**config.mk**
```make
export PLATFORM = sky130hd
export DESIGN_NAME = addressing
export DESIGN_NICKNAME = d
export VERILOG_FILES = /design/src/logic/addressing_pkg.sv /design/src/logic/address_translate.sv /design/src/logic/addressing.sv /design/src/logic/programmed_offset.sv /design/src/logic/thread_number.sv /design/src/logic/thread_table.sv
export SDC_FILE = /design/constraint.sdc
export NUM_CORES = 1
export LEC_CHECK = 0
export BUFFER_PORTS_ARGS = -buffer_cell sky130_fd_sc_hd__buf_2
export CAP_MARGIN = 20
export CORE_MARGIN = 8
export CORE_UTILIZATION = 53
export CTS_BUF_LIST = sky130_fd_sc_hd__clkbuf_16
export DETAILED_ROUTE_END_ITERATION = 8
export PLACE_DENSITY_LB_ADDON = 0.05
export SLEW_MARGIN = 25
export SYNTH_ARGS = -nofsm -noshare
export SYNTH_HDL_FRONTEND = slang
export SYNTH_SLANG_ARGS = --single-unit
```
**constraint.sdc**
```tcl
create_clock -name clock -period 3.8 [get_ports clock]
set_clock_uncertainty 0.15 [all_clocks]
set_input_delay 0.76 -clock clock [delete_from_list [all_inputs] [get_ports clock]]
set_output_delay 0.76 -clock clock [all_outputs]
set_load 0.02 [all_outputs]
```
**src/logic/addressing_pkg.sv**
```systemverilog
// shared widths and types for the per-thread address translation block
// every RTL module refers to these through addressing_pkg

package addressing_pkg;

    parameter int addr_width   = 12;
    parameter int thread_width = 3;
    parameter int incr_width   = 4;

    typedef logic [addr_width-1:0]   addr_t;
    typedef logic [thread_width-1:0] thread_t;
    typedef logic [incr_width-1:0]   incr_t;

    // private addresses pass through untouched and the others take an offset
    typedef enum logic [1:0] {
        region_private,
        region_io,
        region_high_mem,
        region_indirect
    } region_t;

    // all three per-thread tables share one configuration write
    typedef struct packed {
        thread_t thread;
        addr_t   data;
    } cfg_write_t;

    // a decoded access as it moves from stage 0 to stage 1
    typedef struct packed {
        addr_t   addr;
        region_t region;
        logic    valid;
    } access_t;

endpackage

```
**src/logic/address_translate.sv**
```systemverilog
// two-stage address translation
// stage 0 decodes the region of the incoming address, stage 1 adds the
// matching per-thread offset and registers the result

`timescale 1ns/1ps

module address_translate #(
    parameter addressing_pkg::addr_t io_base       = 12'h100,
    parameter addressing_pkg::addr_t io_size       = 12'h040,
    parameter addressing_pkg::addr_t high_mem_base = 12'hC00,
    parameter addressing_pkg::addr_t ind_base      = 12'h800,
    parameter addressing_pkg::addr_t ind_size      = 12'h100
) (
    input  logic                     clock,
    input  logic                     reset,
    input  logic                     addr_valid_in,
    input  addressing_pkg::addr_t    addr_in,
    input  addressing_pkg::thread_t  write_thread,
    input  addressing_pkg::addr_t    default_offset,
    input  addressing_pkg::addr_t    programmed_offset,
    output logic                     advance,
    output logic                     addr_valid,
    output addressing_pkg::addr_t    addr_out,
    output addressing_pkg::thread_t  thread_out
);
    import addressing_pkg::*;

    region_t region;
    access_t stage1;
    addr_t   offset_sel;

    // ------------------------------------------------------------------------
    // stage 0 region decode
    // ------------------------------------------------------------------------

    // window tests subtract the base first so a window near the top
    // of the address space does not overflow
    always_comb begin
        if (addr_t'(addr_in - io_base) < io_size) begin
            region = region_io;
        end else if (addr_in >= high_mem_base) begin
            region = region_high_mem;
        end else if (addr_t'(addr_in - ind_base) < ind_size) begin
            region = region_indirect;
        end else begin
            region = region_private;
        end
    end

    always_ff @(posedge clock) begin
        stage1.addr   <= addr_in;
        stage1.region <= region;
        if (reset) begin
            stage1.valid <= 1'b0;
        end else begin
            stage1.valid <= addr_valid_in;
        end
    end

    // ------------------------------------------------------------------------
    // stage 1 offset select and add
    // ------------------------------------------------------------------------

    always_comb begin
        case (stage1.region)
            region_io, region_high_mem: offset_sel = default_offset;
            region_indirect:            offset_sel = programmed_offset;
            default:                    offset_sel = '0;
        endcase
    end

    // tells the offset unit to step this thread's programmed offset
    assign advance = stage1.valid && (stage1.region == region_indirect);

    always_ff @(posedge clock) begin
        addr_out   <= stage1.addr + offset_sel;
        thread_out <= write_thread;
        if (reset) begin
            addr_valid <= 1'b0;
        end else begin
            addr_valid <= stage1.valid;
        end
    end

endmodule

```
**src/logic/addressing.sv**
```systemverilog
// per-thread address translation, top level
// adds a thread's default or programmed offset to shared-code addresses
// configure the tables through cfg_write and the three write enables

`timescale 1ns/1ps

module addressing #(
    parameter int                    thread_count  = 8,
    parameter addressing_pkg::addr_t io_base       = 12'h100,
    parameter addressing_pkg::addr_t io_size       = 12'h040,
    parameter addressing_pkg::addr_t high_mem_base = 12'hC00,
    parameter addressing_pkg::addr_t ind_base      = 12'h800,
    parameter addressing_pkg::addr_t ind_size      = 12'h100
) (
    input  logic                        clock,
    input  logic                        reset,
    input  logic                        addr_valid_in,
    input  addressing_pkg::addr_t       addr_in,
    input  logic                        default_offset_wren,
    input  logic                        increment_wren,
    input  logic                        programmed_offset_wren,
    input  addressing_pkg::cfg_write_t  cfg_write,
    output logic                        addr_valid,
    output addressing_pkg::addr_t       addr_out,
    output addressing_pkg::thread_t     thread_out
);
    import addressing_pkg::*;

    thread_t read_thread;
    thread_t write_thread;
    addr_t   default_offset;
    incr_t   increment;
    addr_t   prog_offset;
    logic    advance;

    // ------------------------------------------------------------------------
    // thread sequencing and per-thread tables
    // ------------------------------------------------------------------------

    thread_number #(
        .thread_count (thread_count)
    ) thread_number_i (
        .clock        (clock),
        .reset        (reset),
        .read_thread  (read_thread),
        .write_thread (write_thread)
    );

    thread_table #(
        .payload_t    (addr_t),
        .thread_count (thread_count)
    ) default_offsets (
        .clock       (clock),
        .reset       (reset),
        .wren        (default_offset_wren),
        .cfg_write   (cfg_write),
        .read_thread (read_thread),
        .read_data   (default_offset)
    );

    thread_table #(
        .payload_t    (incr_t),
        .thread_count (thread_count)
    ) increments (
        .clock       (clock),
        .reset       (reset),
        .wren        (increment_wren),
        .cfg_write   (cfg_write),
        .read_thread (read_thread),
        .read_data   (increment)
    );

    programmed_offset #(
        .thread_count (thread_count)
    ) programmed_offset_i (
        .clock        (clock),
        .reset        (reset),
        .wren         (programmed_offset_wren),
        .cfg_write    (cfg_write),
        .read_thread  (read_thread),
        .write_thread (write_thread),
        .increment    (increment),
        .advance      (advance),
        .offset       (prog_offset)
    );

    // ------------------------------------------------------------------------
    // translation pipeline
    // ------------------------------------------------------------------------

    address_translate #(
        .io_base       (io_base),
        .io_size       (io_size),
        .high_mem_base (high_mem_base),
        .ind_base      (ind_base),
        .ind_size      (ind_size)
    ) address_translate_i (
        .clock             (clock),
        .reset             (reset),
        .addr_valid_in     (addr_valid_in),
        .addr_in           (addr_in),
        .write_thread      (write_thread),
        .default_offset    (default_offset),
        .programmed_offset (prog_offset),
        .advance           (advance),
        .addr_valid        (addr_valid),
        .addr_out          (addr_out),
        .thread_out        (thread_out)
    );

endmodule

```
**src/logic/programmed_offset.sv**
```systemverilog
// per-thread programmed offsets for the indirect window
// each indirect access steps the thread's offset by its increment
// so the next turn of that thread sees the next element

`timescale 1ns/1ps

module programmed_offset #(
    parameter int thread_count = 8
) (
    input  logic                        clock,
    input  logic                        reset,
    input  logic                        wren,
    input  addressing_pkg::cfg_write_t  cfg_write,
    input  addressing_pkg::thread_t     read_thread,
    input  addressing_pkg::thread_t     write_thread,
    input  addressing_pkg::incr_t       increment,
    input  logic                        advance,
    output addressing_pkg::addr_t       offset
);
    import addressing_pkg::*;

    addr_t offsets [thread_count];
    addr_t step;
    addr_t next_offset;

    // ------------------------------------------------------------------------
    // post-increment value
    // ------------------------------------------------------------------------

    // the increment is unsigned, so it is zero-extended before the add
    assign step        = {{(addr_width - incr_width){1'b0}}, increment};
    assign next_offset = offset + step;

    // ------------------------------------------------------------------------
    // storage with registered read
    // ------------------------------------------------------------------------

    always_ff @(posedge clock) begin
        if (reset) begin
            for (int i = 0; i < thread_count; i++) begin
                offsets[i] <= '0;
            end
            offset <= '0;
        end else begin
            // offset holds the value that stage 1 just used for write_thread
            if (advance) begin
                offsets[write_thread] <= next_offset;
            end
            // a configuration write to the same thread overrides the step
            if (wren && (cfg_write.thread < thread_count)) begin
                offsets[cfg_write.thread] <= cfg_write.data;
            end
            offset <= offsets[read_thread];
        end
    end

endmodule

```
**src/logic/thread_number.sv**
```systemverilog
// round-robin thread counter for the two-stage translation pipeline
// read_thread owns stage 0 and write_thread is the thread now in stage 1

`timescale 1ns/1ps

module thread_number #(
    parameter int thread_count = 8
) (
    input  logic                     clock,
    input  logic                     reset,
    output addressing_pkg::thread_t  read_thread,
    output addressing_pkg::thread_t  write_thread
);
    import addressing_pkg::*;

    localparam thread_t last_thread = thread_t'(thread_count - 1);

    always_ff @(posedge clock) begin
        if (reset) begin
            read_thread  <= '0;
            // stage 1 trails stage 0 by one slot, so it starts on the last thread
            write_thread <= last_thread;
        end else begin
            read_thread  <= (read_thread == last_thread) ? '0 : read_thread + 1'b1;
            write_thread <= read_thread;
        end
    end

endmodule

```
**src/logic/thread_table.sv**
```systemverilog
// one payload per thread, loaded by configuration writes
// the read is registered, so data for read_thread shows up the next cycle
// used for both the default offsets and the increments

`timescale 1ns/1ps

module thread_table #(
    parameter type payload_t    = addressing_pkg::addr_t,
    parameter int  thread_count = 8
) (
    input  logic                        clock,
    input  logic                        reset,
    input  logic                        wren,
    input  addressing_pkg::cfg_write_t  cfg_write,
    input  addressing_pkg::thread_t     read_thread,
    output payload_t                    read_data
);

    payload_t entries [thread_count];
    payload_t write_payload;

    // narrow payloads take the low bits of the write data
    assign write_payload = cfg_write.data[$bits(payload_t)-1:0];

    always_ff @(posedge clock) begin
        if (reset) begin
            for (int i = 0; i < thread_count; i++) begin
                entries[i] <= '0;
            end
            read_data <= '0;
        end else begin
            // writes to a thread number beyond thread_count are dropped
            if (wren && (cfg_write.thread < thread_count)) begin
                entries[cfg_write.thread] <= write_payload;
            end
            read_data <= entries[read_thread];
        end
    end

endmodule

```
=== Yosys cells after proc, flatten, opt, wreduce, memory -nomap -nowiden ===
Memories as Yosys holds them, arrays and structs flattened. A register that Yosys moved wholly into a read port is not among the register bits.
Index checks and enable logic that the tools add are counted.

* Bits of input ports: 33
* Memories: 3
* Bits in registers: 37
* Output and inout bits: 16
* Word-level logic and storage cells: 59
* Bits in writable memories: 224

* Multiplexer cells: 29
* Magnitude comparators: 3
* Eq/ne operators: 4
* Reduce and logical (&&, ||, !) cells: 7
* Add/sub/neg operators: 5

{| class="wikitable"
|+ Memory list
! name !! depth !! bits a word !! read ports !! clocked after memory_dff !! wr ports !! RTL line !! source
|-
| default_offsets.entries || 8 || 12 || 1 || 1 || 8 || thread_table.sv:19 || <nowiki>payload_t entries [thread_count];</nowiki>
|-
| programmed_offset_i.offsets || 8 || 12 || 1 || 1 || 8 || programmed_offset.sv:22 || <nowiki>addr_t offsets [thread_count];</nowiki>
|-
| increments.entries || 8 || 4 || 1 || 1 || 8 || thread_table.sv:19 ||
|}

{| class="wikitable"
|+ Operators by type and width
! kind !! number
|-
| $mux 12 || 3
|-
| $reduce_or 12->1 || 3
|-
| $pmux 12 s2 || 1
|-
| $mux 1 || 18
|-
| $add 12x12->12 || 1
|-
| $add 12x4->12 || 1
|-
| $ge 12x12->1 const B || 1
|-
| $lt 12x7->1 const B || 1
|-
| $lt 12x9->1 const B || 1
|-
| $mux 3 || 4
|-
| $sub 12x12->12 const B || 1
|-
| $sub 12x9->12 const B || 1
|-
| $eq 2x2->1 const B || 2
|-
| $mux 2 || 2
|-
| $mux 4 || 1
|-
| $reduce_or 2->1 || 2
|-
| $reduce_or 4->1 || 1
|-
| $add 3x1->3 const B || 1
|-
| $eq 3x3->1 const B || 1
|-
| $eq 2x1->1 const B || 1
|-
| $logic_and 1x1->1 || 1
|}

=== Depth between registers and ports, before layout ===
Gate-level depths: netlist of run 1.

* Depth in word-level cells: 7
* Depth in mapped cells: 13
* Gate-level depth less buffers: 12

=== Hierarchy ===
From an unflattened synthesis of run 1, not the netlist that was laid out.

* Cell total of the unflattened synthesis: 1039
* Area total of the unflattened synthesis: 13790.7 sq um

{| class="wikitable"
|+ By module, submodules not included
! module !! sequential area each (sq um) !! instances !! area an instance (sq um) !! cells each
|-
| programmed_offset || 3123.0 || 1 || 5959.5 || 496
|-
| thread_table at default_offsets || 3123.0 || 1 || 4664.5 || 290
|-
| thread_table at increments || 1041.0 || 1 || 1630.3 || 109
|-
| address_translate || 620.6 || 1 || 1352.5 || 130
|-
| thread_number || 120.1 || 1 || 183.9 || 14
|}

=== Least setup slack after synthesis of run 1 ===
No wires, ideal clock.

* Kind: flip-flop to flip-flop
* Start point: register address_translate_i.stage1[1] (netlist name)
* End point: register address_translate_i.addr_out[10]
* Data required time: 3578 ps
* Setup time: 72 ps
* Path buffers: 1
* Clock period less this slack: 2734 ps
* Path slack: 1066 ps
* Stages on the path, launching flop included: 14
* Arrival: 2512 ps
* Cells stage by stage: dfxtp_1 -> inv_1 -> ha_1 -> clkbuf_1 -> a22oi_1 -> nor2_1 -> ha_1 -> inv_1 -> fa_1 -> nand2b_1 -> a211oi_1 -> or4_1 -> a21oi_2 -> xnor2_1

* Longest elaborated chain between the ends: 4
* Elaborated cells between the ends (all ways): 6
* Classes of those cells: add/sub: 1; eq/ne: 3; mux: 1; reduce/logical: 1

{| class="wikitable"
|+ RTL lines
! item !! RTL line !! source
|-
| start: declaration || address_translate.sv:29 || <nowiki>access_t stage1;</nowiki>
|-
| $eq 2x1->1 or $eq 2x2->1 (tied branches) || address_translate.sv:65 || <nowiki>case (stage1.region)</nowiki>
|-
| $reduce_or 2->1 || address_translate.sv:65 ||
|-
| $pmux 12 s2 (*) || address_translate.sv:65 ||
|-
| $add 12x12->12 (*) || address_translate.sv:76 || <nowiki>addr_out <= stage1.addr + offset_sel;</nowiki>
|-
| end signal: assignment || address_translate.sv:76 ||
|-
| end: declaration || address_translate.sv:23 || <nowiki>output addressing_pkg::addr_t addr_out,</nowiki>
|}

Mark *: on every way between the ends. The rest lies on a longest branch, timed or not.
A chain may end at the register's enable or synchronous reset.

=== Final worst setup path of run 1 ===
* Start point: register address_translate_i.stage1[2] (netlist name)
* End point: register address_translate_i.addr_out[10]

The elaborated chain is that of the path after synthesis.

==> results of run 1 <==
## state kept, by name (all words and copies together), names as in the netlist
name and count:
address_translate_i.addr_out 12, address_translate_i.addr_valid 1, address_translate_i.stage1 15, address_translate_i.thread_out 3, default_offsets.entries 96, default_offsets.read_data 12, increments.entries 32, increments.read_data 4
programmed_offset_i.offset 12, programmed_offset_i.offsets 96, thread_number_i.read_thread 3, thread_number_i.write_thread 3
## critical path: cells and delay by family, from the launching register on
family / cells / cell delay, ns
AO/OA/AOI/OAI: 3 / 0.55
XOR/XNOR: 1 / 0.12
adder cells (fa/ha/maj): 3 / 1.22
buffers and inverters: 1 / 0.07
flip-flops: 1 / 0.35
AND/OR/NAND/NOR: 3 / 0.58
## power by group through the flow
stage | clock network [W] | logic [W] | registers, W
CTS | 0.00282 | 0.000742 | 0.00373
finish | 0.00278 | 0.000734 | 0.00373
detailed placement | 0 | 0.000738 | 0.00379
global placement | 0 | 0.000731 | 0.00379
floorplan | 0 | 0.000478 | 0.00373
global route | 0.00294 | 0.000786 | 0.00374
## cell families (layout without fill, tap and decap cells)
| family | Yosys count | after routing | synth area share, % |
|---|---|---|---|
| AOI/OAI and AO/OA | 151 | 151 | 7.67 |
| and+or+nand+nor | 334 | 334 | 13.9 |
| muxes | 84 | 84 | 11.6 |
| xor gates and xnor gates | 20 | 20 | 1.44 |
| buffers and inverters | 75 | 146 | 2.60 |
| DFF | 289 | 289 | 60.6 |
| adders and majority gates | 21 | 21 | 2.10 |
## area by class of cell
class | instances | area, µm²
Fill cell | 1974 | 10000
Sequential cell | 289 | 8040
Multi-Input combinational cell | 610 | 4880
Clock buffer | 33 | 826
Timing Repair Buffer | 74 | 448
Tap cell | 330 | 413
Clock inverter | 25 | 119
Inverter | 14 | 52.6
## layer usage
metal | global-route usage [%] | routed length (µm) | up-vias
met5 | 0 | 0 | -
met4 | 10.8 | 1710 | 0
met3 | 3.21 | 2020 | 81
met2 | 36.7 | 15900 | 303
met1 | 28.7 | 13900 | 3921
li1 | - | - | 3694
## cells in the final DEF, fill, tap and decap left out, types with 4 or more instances in the layout
cell type	netlist	routed
a22oi_1	12	12
nand2_1	64	64
o21ai_1	5	5
dfxtp_1	65	62
ha_1	19	19
nand2b_1	7	7
clkinv_2	0	6
mux4_2	56	56
buf_4	4	25
nor3_2	6	6
clkbuf_16	0	33
inv_1	14	24
xnor2_1	12	11
and2_1	128	128
or3_1	9	9
xor2_1	6	6
a22o_1	48	48
clkinv_1	0	5
a21oi_1	12	12
mux2i_1	28	28
a211oi_1	4	4
o21ai_0	57	57
or2_2	21	21
nor2_1	67	67
nor2_2	7	7
buf_2	13	48
edfxtp_1	224	224
## through the flow
stage	utilization, %	instance area, µm²	setup WS [ns]
floorplan	-	13200	1.07
global placement	55.7	13800	0.795
detailed placement	55.7	13800	0.696
CTS	59.5	14800	0.657
global route	59.5	14800	0.452
finish	59.5	14800	0.656
## path summary, 6_finish.rpt
check	startpoint	end	slack, ns	depth (start not counted)
min	addr_in[1]	address_translate_i.stage1[4]	0.15	1
max	address_translate_i.stage1[2]	address_translate_i.addr_out[10]	0.66	11
max reg2reg	address_translate_i.stage1[2]	address_translate_i.addr_out[10]	0.66	11
min reg2reg	thread_number_i.write_thread[0]	address_translate_i.thread_out[0]	0.29	0
==> reports/metrics.cfg, run 1 <==
[outcome]
outcome = finished, final reports clean

[sta]
drv_slew = 0
rsz0062_at_grt = no
period_needed_ns = 3.14
slew_headroom_pct = 35.5
period_share_pct = 82.7
hold_slack_ns = 0.150
hold_violations = 0
setup_tns_ns = 0
setup_viol = 0
max_freq_mhz = 318
worst_pin_slew_ns = 0.960

[route]
drt_wl_total_um = 33600
dr.first_iter.drc_count = 661
via_count = 7999
drc = 0
post_drt_wl_per_cell_um = 24.4
ant_nets = 0
drt-vias-per-instance = 5.82
firstDrtPassIters = 5

[logic_synthesis]
yosys.area.top_type = edfxtp_1
synth.top_cell.area_share_pct = 50.8
synth_nets = 1028
synth_top_flop_cell = edfxtp_1
netlist_instances = 974
syn_area_mm2 = 0.0132
ys_ff_latch = 289
ys_async_sr_fraction_pct = 0
yosysWarningCount = 0
avgSynthCellArea_um2 = 13.6
ys_types = 54
synth_edf_count = 224
seq_area_frac_synth_pct = 60.6
synth.most_common_cell = edfxtp_1
synth.top_cells.by_area = edfxtp_1, dfxtp_1, mux4_2
yosys-top-cells-count = edfxtp_1, and2_1, nor2_1

[cells_and_area]
final_nets = 1074
area_growth_pct = 11.6
finalNonFillerCells = 1375
antenna_cells = 0
layout-drive-gt1-share_pct = 21.8

[floorplanning]
ios = 49
row_count = 58
die_x_um = 174
dieArea_mm2 = 0.0303
coreArea_mm2 = 0.0248
die_h_um = 174
start_util_pct = 53.3

[placement]
gp_congestion = 0.867
port_buffers = 48
dp.cells = 1317
hpwl_um = 23000

[clocking]
htreeDepth = 1
clkTransAtPathRegs_ns = 0.06
clk_latency_ns = 0.57
cts.sinks = 289
ctsResizeCount = 0
post_cts_buffers = 0
cts_buffers = 31
clock_path_buffers = 3
cts_hold_buf = 0
tritoncts = built
cts_root_buf = clkbuf_16

[critical_path]
crit_required_ns = 4.10
path_cells = ha_1 -> a22oi_1 -> nor2_1 -> ha_1 -> inv_1 -> fa_1 -> nand2b_1 -> a211oi_1 -> or4_1 -> a21oi_2 -> xnor2_1
slowest_delay_ns = 0.58
crit_type = flip-flop to flip-flop
critPathCaptureType = flip-flop
slowest_stage = ha_1
cp_max_fo = 14
cp-start-kind = flip-flop
crit_top_cell = ha_1
cp.arrival_ns = 3.45

[pwr]
p_int_w = 0.00545
swShare_pct = 24.8
p_comb_share_pct = 10.1
p_leak_nw = 5.36
share_seq_of_total_power_pct = 51.5
ir_drop_mv = 0.462
p_per_area_mw_per_mm2 = 490
p_switching_w = 0.00179
power_w = 0.00724
clkPwrFrac_pct = 38.4

[hold_path]
min-delay-path-class = primary input to flip-flop

[global_routing]
overflow = 0
grt_pass1_vias = 8193
grt_pass1_wl_um = 50900
grt_max_degree = 34
track_usage_pct = 22.3
antenna_found_initial = 0

[job]
cap_violations = 0

Power figures use the tool's default switching activity.
==> run 2: changes to the inputs <==
- clock period: 3.8 -> 3.05 ns (I/O delays scaled with it)
==> run 2 against run 1 <==
Maximum frequency grew 13%. Sequential power increased by 24%. First-iteration DRC count grew 14%. Global-route usage down 0.40 points. Utilization is 0.66 points higher. Clock power rose by 22%. Register-to-register slack worse by 0.40 ns. Worst hold slack got worse by 0.13 ns. Critical endpoint is now address_translate_i.addr_out[9]. Largest cell class unchanged.
==> reports/metrics.cfg, run 2 (same netlist as run 1, synthesis figures left out) <==
[sta]
hold_violations = 0  ; unchanged
hold_slack_ns = 0.0251  ; -0.125 ns
slew_headroom_pct = 44.5  ; +9.0 points
drv_slew = 0  ; unchanged
setup_viol = 0  ; unchanged
period_needed_ns = 2.79  ; -0.351 ns
worst_pin_slew_ns = 0.832  ; -0.128 ns
rsz0062_at_grt = no
period_share_pct = 91.6  ; +8.9 points
max_freq_mhz = 358  ; +13%
setup_tns_ns = 0  ; unchanged
setup_ws_ns = 0.257  ; -0.399 ns

[cells_and_area]
finalNonFillerCells = 1397  ; +1.6%
multi_input_area_mm2 = 0.00487  ; -0.15%
final_nets = 1097  ; +2.1%
final_common_cell = edfxtp_1
area_growth_pct = 12.8
reg_top3 = default_offsets.entries: 96 flops, programmed_offset_i.offsets: 96 flops, increments.entries: 32 flops
antenna_cells = 0  ; unchanged
layout-drive-gt1-share_pct = 22.5  ; +0.67 points
regArea_mm2 = 0.00803  ; about the same
num-fill-cells = 1995  ; +1.1%
layout_common_cells = edfxtp_1, and2_1, nor2_1

[job]
cap_violations = 0  ; unchanged

[pwr]
p_per_area_mw_per_mm2 = 598  ; +22%
share_seq_of_total_power_pct = 51.6  ; about the same
p_int_w = 0.00672  ; +23%
p_comb_share_pct = 10.6  ; +0.5 points
swShare_pct = 24.8  ; about the same
ir_drop_mv = 0.492  ; +6.6%
p_leak_nw = 5.46  ; +1.8%
clkPwrFrac_pct = 37.8  ; -0.6 points
p_switching_w = 0.00221  ; +23%

[clocking]
post_cts_buffers = 0  ; unchanged
clock_path_buffers = 3  ; unchanged
tritoncts = built
htreeDepth = 1  ; unchanged
clk_latency_ns = 0.56  ; about the same
cts_root_buf = clkbuf_16
clkTransAtPathRegs_ns = 0.06  ; about the same
cts.sinks = 289  ; unchanged
cts_buffers = 30  ; -3.2%

[critical_path]
cp.arrival_ns = 3.13  ; -0.32 ns
cp_max_fo = 10  ; -4
path_cells = inv_1 -> ha_1 -> buf_4 -> a22oi_1 -> nor2_1 -> ha_1 -> o211ai_1 -> o21ai_0 -> o21ai_0 -> nand2_1 -> xnor2_1
slowest_stage = o21ai_0
cp-start-kind = flip-flop
crit_type = flip-flop to flip-flop
slowest_delay_ns = 0.56  ; -0.02 ns
critPathCaptureType = flip-flop
cp.buffers_inverters = 2  ; +1
crit_required_ns = 3.38  ; -0.72 ns
cp_top_family = compound AO/OA/AOI/OAI gates

[placement]
pre_cts_ws_ns = 0.273  ; -0.423 ns
gp_congestion = 0.851  ; -1.8%
hpwl_um = 22800  ; -0.89%
port_buffers = 48  ; unchanged
dp.cells = 1335  ; +1.4%

[route]
dr.first_iter.drc_count = 751  ; +14%
via_count = 8049  ; +0.63%
ant_nets = 0  ; unchanged
firstDrtPassIters = 6  ; +1
post_drt_wl_per_cell_um = 23.6  ; -3.3%
drt_wl_total_um = 33000  ; -1.7%
drt-vias-per-instance = 5.76  ; -0.96%
drc = 0  ; unchanged

[floorplanning]
row_count = 58  ; unchanged
die_x_um = 174  ; unchanged
die_h_um = 174  ; unchanged
ios = 49  ; unchanged
start_util_pct = 53.3  ; unchanged
coreArea_mm2 = 0.0248  ; unchanged
dieArea_mm2 = 0.0303  ; unchanged

[outcome]
outcome = finished, final reports clean

[global_routing]
grt_max_degree = 55  ; +62%
grt_pass1_wl_um = 50800  ; -0.24%
track_usage_pct = 21.9  ; -0.40 points
overflow = 0  ; unchanged
grt_pass1_vias = 8298  ; +1.3%
antenna_found_initial = 0  ; unchanged

[hold_path]
min-delay-path-class = primary input to flip-flop

==> run 2: power groups by stage <==
| stage | sequential (W) | combinational (W) | clock [W] |
|---|---|---|---|
| 3_3_place_gp | 0.00469 | 0.000942 | 0 |
| 2_1_floorplan | 0.00465 | 0.000596 | 0 |
| 5_1_grt | 0.00463 | 0.00102 | 0.00356 |
| 3_5_place_dp | 0.00469 | 0.000949 | 0 |
| 6_report | 0.00461 | 0.000950 | 0.00338 |
| 4_1_cts | 0.00461 | 0.000958 | 0.00343 |
==> run 2: final cells by class <==
cell class	instances	share of cell area, %
well taps	330	2.76
flip-flops and latches	289	53.8
repair buffers	98	4.47
multi-input cells	610	32.6
clock inverters	26	0.989
clock buffers	30	5.03
inverters	14	0.352
==> run 2: per-stage QoR <==
step           total power (W)  area (µm²)  utilization (%)
4_1_cts                0.00900       14900             60.2
6_report               0.00894       14900             60.2
3_5_place_dp           0.00564       14000             56.3
3_3_place_gp           0.00564       14000             56.3
5_1_grt                0.00922       14900             60.2
2_1_floorplan          0.00524       13200                -
==> run 2: repair_timing <==
item,in CTS,in global routing
hold buffers,6,0
hold endpoints to repair,6,0
gates resized for setup,0,0
==> run 2: metal layers <==
| layer | track usage, % | vias up | share of wire [%] |
|---|---|---|---|
| met4 | 6.88 | 0 | 3.2 |
| met1 | 29.4 | 3982 | 43 |
| met5 | 0 | - | 0 |
| met3 | 3.25 | 61 | 6.0 |
| met2 | 36.2 | 274 | 48 |
| li1 | - | 3732 | - |
==> run 2: final timing paths <==
| kind | endpoint | cells past startpoint | slack [ns] | from |
|---|---|---|---|---|
| worst min register to register | address_translate_i.thread_out[0] | 0 | 0.28 | thread_number_i.write_thread[0] |
| worst max register to register | address_translate_i.addr_out[9] | 11 | 0.26 | address_translate_i.stage1[1] |
| worst max-delay path | address_translate_i.addr_out[9] | 11 | 0.26 | address_translate_i.stage1[1] |
| worst min-delay path | address_translate_i.stage1[10] | 1 | 0.03 | addr_in[7] |
